File: src/hw/box_pkg.sv
`default_nettype none

package box_pkg;

    // Active frame size
    localparam int H_ACT = 1280;
    localparam int V_ACT = 720;

    localparam int X_W = $clog2(H_ACT);
    localparam int Y_W = $clog2(V_ACT);

    // One command record on the payload stream
    localparam int CMD_BYTES = 6;

    // Codes 0, 6 and 7 are rejected by the decoder
    typedef enum logic [2:0] {
        OP_SET_START = 3'd1,
        OP_SET_END   = 3'd2,
        OP_SET_COLOR = 3'd3,
        OP_CLEAR     = 3'd4,
        OP_CLEAR_ALL = 3'd5
    } box_op_e;

    // Byte 0 is {op, idx}, bytes 1..5 the payload, MSB first
    typedef struct packed {
        box_op_e     op;
        logic [4:0]  idx;
        logic [39:0] payload;
    } box_cmd_t;

    typedef struct packed {
        logic           en;
        logic [X_W-1:0] start_x;
        logic [Y_W-1:0] start_y;
        logic [X_W-1:0] end_x;
        logic [Y_W-1:0] end_y;
        logic [23:0]    color;
    } box_t;

    // Pixel with its own coordinates
    typedef struct packed {
        logic           vsync;
        logic           hsync;
        logic           de;
        logic [X_W-1:0] x;
        logic [Y_W-1:0] y;
        logic [7:0]     r;
        logic [7:0]     g;
        logic [7:0]     b;
    } pix_pack_t;

endpackage : box_pkg

`default_nettype wire
File: src/hw/box_overlay_top.sv
`timescale 1ns/1ps
`default_nettype none

module box_overlay_top import box_pkg::*; #(
    parameter int N_BOX  = 4,
    parameter int LINE_W = 2
) (
    input  wire             clk,
    input  wire             i_arst_n,
    // Payload byte stream
    input  wire             i_rx_valid,
    input  wire  [7:0]      i_rx_data,
    input  wire             i_rx_last,
    // Pixel stream
    input  wire  pix_pack_t i_pix,
    output pix_pack_t       o_pix,
    output logic            o_cmd_err
);

    box_cmd_t         cmd;
    logic             cmd_valid;
    box_t [N_BOX-1:0] boxes;

    box_cmd_decoder #(
        .N_BOX(N_BOX)
    ) u_decoder (
        .clk        (clk       ),
        .i_arst_n   (i_arst_n  ),
        .i_rx_valid (i_rx_valid),
        .i_rx_data  (i_rx_data ),
        .i_rx_last  (i_rx_last ),
        .o_cmd      (cmd       ),
        .o_cmd_valid(cmd_valid ),
        .o_cmd_err  (o_cmd_err )
    );

    box_table #(
        .N_BOX(N_BOX)
    ) u_table (
        .clk        (clk        ),
        .i_arst_n   (i_arst_n   ),
        .i_cmd      (cmd        ),
        .i_cmd_valid(cmd_valid  ),
        .i_vsync    (i_pix.vsync),
        .o_boxes    (boxes      )
    );

    box_overlay #(
        .N_BOX (N_BOX ),
        .LINE_W(LINE_W)
    ) u_overlay (
        .clk     (clk     ),
        .i_arst_n(i_arst_n),
        .i_boxes (boxes   ),
        .i_pix   (i_pix   ),
        .o_pix   (o_pix   )
    );

endmodule : box_overlay_top

`default_nettype wire

File: src/hw/box_overlay.sv
`timescale 1ns/1ps
`default_nettype none

module box_overlay import box_pkg::*; #(
    parameter int N_BOX  = 4,
    parameter int LINE_W = 2
) (
    input  wire                    clk,
    input  wire                    i_arst_n,
    input  wire  box_t [N_BOX-1:0] i_boxes,
    input  wire  pix_pack_t        i_pix,
    output pix_pack_t              o_pix
);

    localparam logic [X_W:0] LW_X = (X_W+1)'(LINE_W);
    localparam logic [Y_W:0] LW_Y = (Y_W+1)'(LINE_W);

    logic [X_W:0]            px;
    logic [Y_W:0]            py;
    logic [N_BOX-1:0]        hit;
    pix_pack_t               pix_s1;
    logic [N_BOX-1:0]        hit_s1;
    logic [N_BOX-1:0][23:0]  color_s1;
    logic                    sel_hit;
    logic [23:0]             sel_rgb;

    // One extra bit keeps edge sums from wrapping
    assign px = {1'b0, i_pix.x};
    assign py = {1'b0, i_pix.y};

    always_comb begin
        logic [X_W:0] sx;
        logic [X_W:0] ex;
        logic [Y_W:0] sy;
        logic [Y_W:0] ey;
        logic         in_rect;
        logic         on_edge;
        hit = '0;
        for (int i = 0; i < N_BOX; i++) begin
            sx = {1'b0, i_boxes[i].start_x};
            ex = {1'b0, i_boxes[i].end_x};
            sy = {1'b0, i_boxes[i].start_y};
            ey = {1'b0, i_boxes[i].end_y};
            in_rect = (px >= sx) && (px <= ex) && (py >= sy) && (py <= ey);
            // Within LINE_W of left, right, top or bottom
            on_edge = (px < sx + LW_X) || (px + LW_X > ex)
                      || (py < sy + LW_Y) || (py + LW_Y > ey);
            hit[i] = i_boxes[i].en && i_pix.de && in_rect && on_edge;
        end
    end

    // Stage 1
    always_ff @(posedge clk or negedge i_arst_n) begin
        if (!i_arst_n) begin
            pix_s1 <= '0;
            hit_s1 <= '0;
        end else begin
            pix_s1 <= i_pix;
            hit_s1 <= hit;
        end
    end

    // Colours travel with the hits across a table commit
    always_ff @(posedge clk) begin
        for (int i = 0; i < N_BOX; i++) begin
            color_s1[i] <= i_boxes[i].color;
        end
    end

    // Lowest index wins
    always_comb begin
        sel_hit = 1'b0;
        sel_rgb = '0;
        for (int i = N_BOX - 1; i >= 0; i--) begin
            if (hit_s1[i]) begin
                sel_hit = 1'b1;
                sel_rgb = color_s1[i];
            end
        end
    end

    // Stage 2
    always_ff @(posedge clk or negedge i_arst_n) begin
        if (!i_arst_n) begin
            o_pix <= '0;
        end else begin
            o_pix <= pix_s1;
            if (sel_hit) begin
                {o_pix.r, o_pix.g, o_pix.b} <= sel_rgb;
            end
        end
    end

endmodule : box_overlay

`default_nettype wire

File: src/hw/box_table.sv
`timescale 1ns/1ps
`default_nettype none

module box_table import box_pkg::*; #(
    parameter int N_BOX = 4
) (
    input  wire                    clk,
    input  wire                    i_arst_n,
    input  wire  box_cmd_t         i_cmd,
    input  wire                    i_cmd_valid,
    input  wire                    i_vsync,
    output box_t [N_BOX-1:0]       o_boxes
);

    box_t [N_BOX-1:0] shadow;
    box_t [N_BOX-1:0] active;
    logic             vsync_q;
    logic             frame_start;
    logic [X_W-1:0]   cmd_x;
    logic [Y_W-1:0]   cmd_y;
    logic [23:0]      cmd_rgb;

    // Payload fields, left aligned
    assign cmd_x   = i_cmd.payload[39 -: X_W];
    assign cmd_y   = i_cmd.payload[39-X_W -: Y_W];
    assign cmd_rgb = i_cmd.payload[39 -: 24];

    assign frame_start = i_vsync && !vsync_q;

    // The vsync pack already sees the table it commits
    assign o_boxes = frame_start ? shadow : active;

    always_ff @(posedge clk or negedge i_arst_n) begin
        if (!i_arst_n) begin
            shadow <= '0;
        end else if (i_cmd_valid) begin
            for (int i = 0; i < N_BOX; i++) begin
                if (i_cmd.op == OP_CLEAR_ALL || 32'(i_cmd.idx) == i) begin
                    case (i_cmd.op)
                        OP_SET_START: begin
                            shadow[i].start_x <= cmd_x;
                            shadow[i].start_y <= cmd_y;
                            shadow[i].en      <= 1'b1;
                        end
                        OP_SET_END: begin
                            shadow[i].end_x <= cmd_x;
                            shadow[i].end_y <= cmd_y;
                            shadow[i].en    <= 1'b1;
                        end
                        OP_SET_COLOR: begin
                            shadow[i].color <= cmd_rgb;
                            shadow[i].en    <= 1'b1;
                        end
                        OP_CLEAR, OP_CLEAR_ALL: begin
                            shadow[i].en <= 1'b0;
                        end
                        default: begin
                        end
                    endcase
                end
            end
        end
    end

    // Commit on vsync rise only, so no box tears mid frame
    always_ff @(posedge clk or negedge i_arst_n) begin
        if (!i_arst_n) begin
            vsync_q <= 1'b0;
            active  <= '0;
        end else begin
            vsync_q <= i_vsync;
            if (frame_start) begin
                active <= shadow;
            end
        end
    end

endmodule : box_table

`default_nettype wire

File: src/hw/box_cmd_decoder.sv
`timescale 1ns/1ps
`default_nettype none

module box_cmd_decoder import box_pkg::*; #(
    parameter int N_BOX = 4
) (
    input  wire        clk,
    input  wire        i_arst_n,
    input  wire        i_rx_valid,
    input  wire  [7:0] i_rx_data,
    input  wire        i_rx_last,
    output box_cmd_t   o_cmd,
    output logic       o_cmd_valid,
    output logic       o_cmd_err
);

    typedef enum logic {
        IDLE,
        COLLECT
    } dec_state_e;

    dec_state_e  state;
    logic [2:0]  byte_cnt;
    logic [39:0] rec;
    logic [47:0] full_rec;
    box_cmd_t    new_cmd;
    logic        rec_done;
    logic        op_ok;
    logic        idx_ok;

    // Sixth byte completes the record with the incoming byte
    assign full_rec = {rec, i_rx_data};
    assign new_cmd  = box_cmd_t'(full_rec);
    assign rec_done = i_rx_valid && (state == COLLECT)
                      && (byte_cnt == 3'(CMD_BYTES - 1));

    assign op_ok  = new_cmd.op inside {OP_SET_START, OP_SET_END, OP_SET_COLOR,
                                       OP_CLEAR, OP_CLEAR_ALL};
    assign idx_ok = 32'(new_cmd.idx) < N_BOX;

    always_ff @(posedge clk or negedge i_arst_n) begin
        if (!i_arst_n) begin
            state       <= IDLE;
            byte_cnt    <= '0;
            o_cmd_valid <= 1'b0;
            o_cmd_err   <= 1'b0;
        end else begin
            o_cmd_valid <= 1'b0;
            o_cmd_err   <= 1'b0;
            if (i_rx_valid) begin
                if (rec_done) begin
                    state       <= IDLE;
                    byte_cnt    <= '0;
                    o_cmd_valid <= op_ok && idx_ok;
                    o_cmd_err   <= !(op_ok && idx_ok);
                end else if (i_rx_last) begin
                    // Payload ended mid record
                    state     <= IDLE;
                    byte_cnt  <= '0;
                    o_cmd_err <= 1'b1;
                end else begin
                    state    <= COLLECT;
                    byte_cnt <= byte_cnt + 3'd1;
                end
            end
        end
    end

    // Byte shifter and command register
    always_ff @(posedge clk) begin
        if (i_rx_valid) begin
            rec <= {rec[31:0], i_rx_data};
        end
        if (rec_done) begin
            o_cmd <= new_cmd;
        end
    end

endmodule : box_cmd_decoder

`default_nettype wire

File: config.mk
export PLATFORM = sky130hd
export DESIGN_NAME = box_overlay_top
export DESIGN_NICKNAME = d
export VERILOG_FILES = /design/src/hw/box_pkg.sv /design/src/hw/box_overlay_top.sv /design/src/hw/box_overlay.sv /design/src/hw/box_table.sv /design/src/hw/box_cmd_decoder.sv
export SDC_FILE = /design/constraint.sdc
export NUM_CORES = 1
export LEC_CHECK = 0
export ABC_AREA = 1
export BUFFER_PORTS_ARGS = -buffer_cell sky130_fd_sc_hd__clkbuf_2
export CAP_MARGIN = 25
export CORE_MARGIN = 2
export CORE_UTILIZATION = 65
export CTS_BUF_LIST = sky130_fd_sc_hd__clkbuf_2 sky130_fd_sc_hd__clkbuf_4 sky130_fd_sc_hd__clkbuf_8
export DETAILED_ROUTE_END_ITERATION = 8
export HOLD_SLACK_MARGIN = 0.03
export PLACE_DENSITY = 0.83
export RECOVER_POWER = 50
export SETUP_SLACK_MARGIN = 0.05
export SKIP_LAST_GASP = 1
export SYNTH_ARGS = -nofsm -noshare
export SYNTH_HDL_FRONTEND = slang
export SYNTH_SLANG_ARGS = --single-unit
File: constraint.sdc
create_clock -name clk -period 3.2 [get_ports clk]
set_clock_uncertainty 0.1 [all_clocks]
set_input_delay 0.8 -clock clk [delete_from_list [all_inputs] [get_ports clk]]
set_output_delay 0.8 -clock clk [all_outputs]
set_load 0.005 [all_outputs]
==> impl_metrics.ini <==
[synth]
ys_types = 53
syn_area_um2 = 37300
synth-edff-count = 72
synth_area_leaders = dfrtp_1 (43%), nand2_1 (12%), ha_1 (11%), edfxtp_1 (5.8%), dfxtp_1 (5.2%)
synth_common_cells = nand2_1 (1228), dfrtp_1 (642), o21ai_0 (381)
synth_most_common_cell = nand2_1
syn_inst = 4018
synth_top_area_share_pct = 43.1
yosys.area.top_type = dfrtp_1
ys.flop_type = dfrtp_1
syn_nets = 4395
avgSynthCellArea_um2 = 9.27
synth-seq-area-share_pct = 54.1
yosys_warnings = 0
synth-async-reset-ratio_pct = 79.3
ys_ff_latch = 810

[grt]
grt_pass1_vias = 31357
antenna_found_initial = 4
grt_overflow = 0
grt_pass1_wl_um = 164000
grt_start_max_net_pins = 86
track_usage_pct = 35.4

[clocking]
clock-sinks = 810
numCtsBuffers = 121
clk_pin_slew_ns = 0.07
cts_tree = done
h-tree-depth = 3
clock_latency_ns = 0.81
clk_path_buf_depth = 3
cts_root_buffer = clkbuf_8

[route]
ant_nets = 0
drt_iter0_markers = 2894
wire_per_inst_um = 19.6
viasPerCell = 5.75
via_count = 30893
firstDrtPassIters = 7
drc = 0
drt-total-wl_um = 105000

[critical_path]
path_cells = clkinv_4 > nand2_8 > buf_16 > buf_12 > o21ai_0 > inv_1 > ha_1 > a21oi_1 > o21ai_1 > buf_4 > nand2_1 > nand3_1 > nand2_1 > nand3_1 > nor2_1 > nand2_1 > inv_1
crit_start = u_overlay.pix_s1[47]
cp.required_ns = 3.80
cp-start-kind = flop
worst-path-buf-inv = 6
slowest_stage = dfrtp_2
worst_path_largest_cell_delay_ns = 0.45
r2r_setup_slack_ns = 0.06
reg2reg_depth = 17
rr_startpoint = u_overlay.pix_s1[47]
critPathMaxFanout = 30
crit_path_end = u_overlay.hit_s1[1]
cpMostUsedCell = nand2_1
cp_data_arrival_time_ns = 3.75
cpLargestDelayFamily = buffers and inverters
r2r-end = u_overlay.hit_s1[1]
crit_type = flop to flop
crit_cells = 17
endpoint_kind = flop

[die]
fp.dieW_um = 243
num_rows = 87
die_y_um = 243
start_util_pct = 65.9
io_pins = 109
core_um2 = 56500
die-area_um2 = 59200

[placement]
place_area_um2 = 41000
io_buffers = 108
dp_cells = 5100
hpwl_um = 66500
preCtsSetupSlack_ns = -0.593
gp_congestion = 0.977

[timing]
hold-worst-slack_ns = 0.0597
timing.final.ws_setup_ns = 0.0552
finalCritPeriodShare_pct = 98.3
relSlewSlack_pct = 17.3
rsz0062_at_grt = yes
period_needed_ns = 3.14
tightestPinTransition_ns = 1.24
finalSetupViolCount = 0
max_freq_mhz = 318
setup_tns_ns = 0
maxSlewViolCount = 0
hold_viol = 0

[layout]
area_growth_pct = 19.3
postLayoutCoreUtil_pct = 78.6
nets = 4885
stdcell_count = 5372
fill_cells = 3317
drive_above_1_share_pct = 18.7
finalInstanceArea_um2 = 44400

[power_and_ir_drop]
power_mw = 22.8
seq_power_share_pct = 46.7
clkPwrFrac_pct = 42.3
p_sw_mw = 5.88
power.density_nw_per_um2 = 514
p_leak_nw = 22.3
p_int_mw = 17.0
peakVddDrop_v = 0.000396
p_sw_share_pct = 25.7
power_frac_comb_pct = 11.0

[job]
maxCapViolCount = 0

[run_status]
outcome = finished clean

[hold_path]
hold_path.class = primary input to flop
## cells by family after synthesis
family	synth area share, %
DFF	54.1
buffers and inverters	5.81
and+or+nand+nor	18.4
xor gates and xnor gates	1.48
AOI/OAI and AO/OA	9.53
adders and majority gates	10.6
## final cells by class
type	instances	area (µm²)	share of cell area [%]
multi-input combinational	2675	15100	33.9
antenna	4	10.0	0.0225
sequential	810	20200	45.4
clock inverter	32	388	0.873
clock buffer	195	2450	5.51
tap	756	946	2.13
inverter	383	1440	3.25
timing repair buffer	517	3970	8.94
## how the worst min path moves through the flow
stage / from / to / slack [ns] / cells after the start
after detailed placement: u_overlay.pix_s1[46] / u_overlay.o_pix[46] / 0.23 / 0
after floorplan: u_overlay.pix_s1[24] / u_overlay.o_pix[24] / 0.23 / 0
final: i_pix[15] / u_overlay.pix_s1[15] / 0.06 / 1
after global routing: i_pix[15] / u_overlay.pix_s1[15] / 0.06 / 1
after CTS: i_pix[15] / u_overlay.pix_s1[15] / 0.03 / 1
after global placement: u_overlay.pix_s1[25] / u_overlay.o_pix[25] / 0.23 / 0
## flip-flops by register name, indices dropped and copies added, names as in the netlist, 4 cells and up
| register | cells |
|---|---|
| u_decoder.rec | 40 |
| u_overlay.o_pix | 48 |
| u_overlay.hit_s1 | 4 |
| u_table.active | 268 |
| u_overlay.pix_s1 | 48 |
| u_table.shadow | 268 |
| u_decoder.o_cmd | 32 |
| u_overlay.color_s1 | 96 |
## timing repair
item | CTS | global route
pin swaps | 0 | 7
buffers inserted | 0 | 10
hold buffers | 25 | 0
endpoints found under the setup margin | 4 | 4
cloned | 0 | 6
hold endpoints to repair | 72 | 0
gates resized for setup | 9 | 45
## cells in the final DEF, fill, tap and decap left out, types with 96 or more instances in the layout
cell type  Yosys  routed
ha_1         317     314
dfrtp_1      642     641
nand2_1     1228    1225
clkbuf_2       0     100
clkbuf_8       0     157
buf_4          3     350
a21oi_1      124     120
dfxtp_1       96      96
inv_1        376     376
nor2_1       171     163
o21ai_0      381     363
## metal layers
layer	GRT usage, %	up-vias	wire, µm	part of all wire (%)
li1	-	14068	-	-
met1	44.0	14773	40200	38
met2	57.4	1606	49600	47
met3	6.80	446	8950	8.5
met4	22.3	0	6440	6.1
met5	0	-	0	0
## power groups by stage
| stage | Sequential, mW | Combinational, mW | Clock [mW] |
|---|---|---|---|
| floorplan | 10.8 | 1.25 | 0 |
| global placement | 10.8 | 2.26 | 0 |
| detailed placement | 10.8 | 2.35 | 0 |
| CTS | 10.7 | 2.42 | 9.65 |
| global route | 10.7 | 2.79 | 10.2 |
| finish | 10.7 | 2.52 | 9.67 |
(Power assumes the default switching activity.)
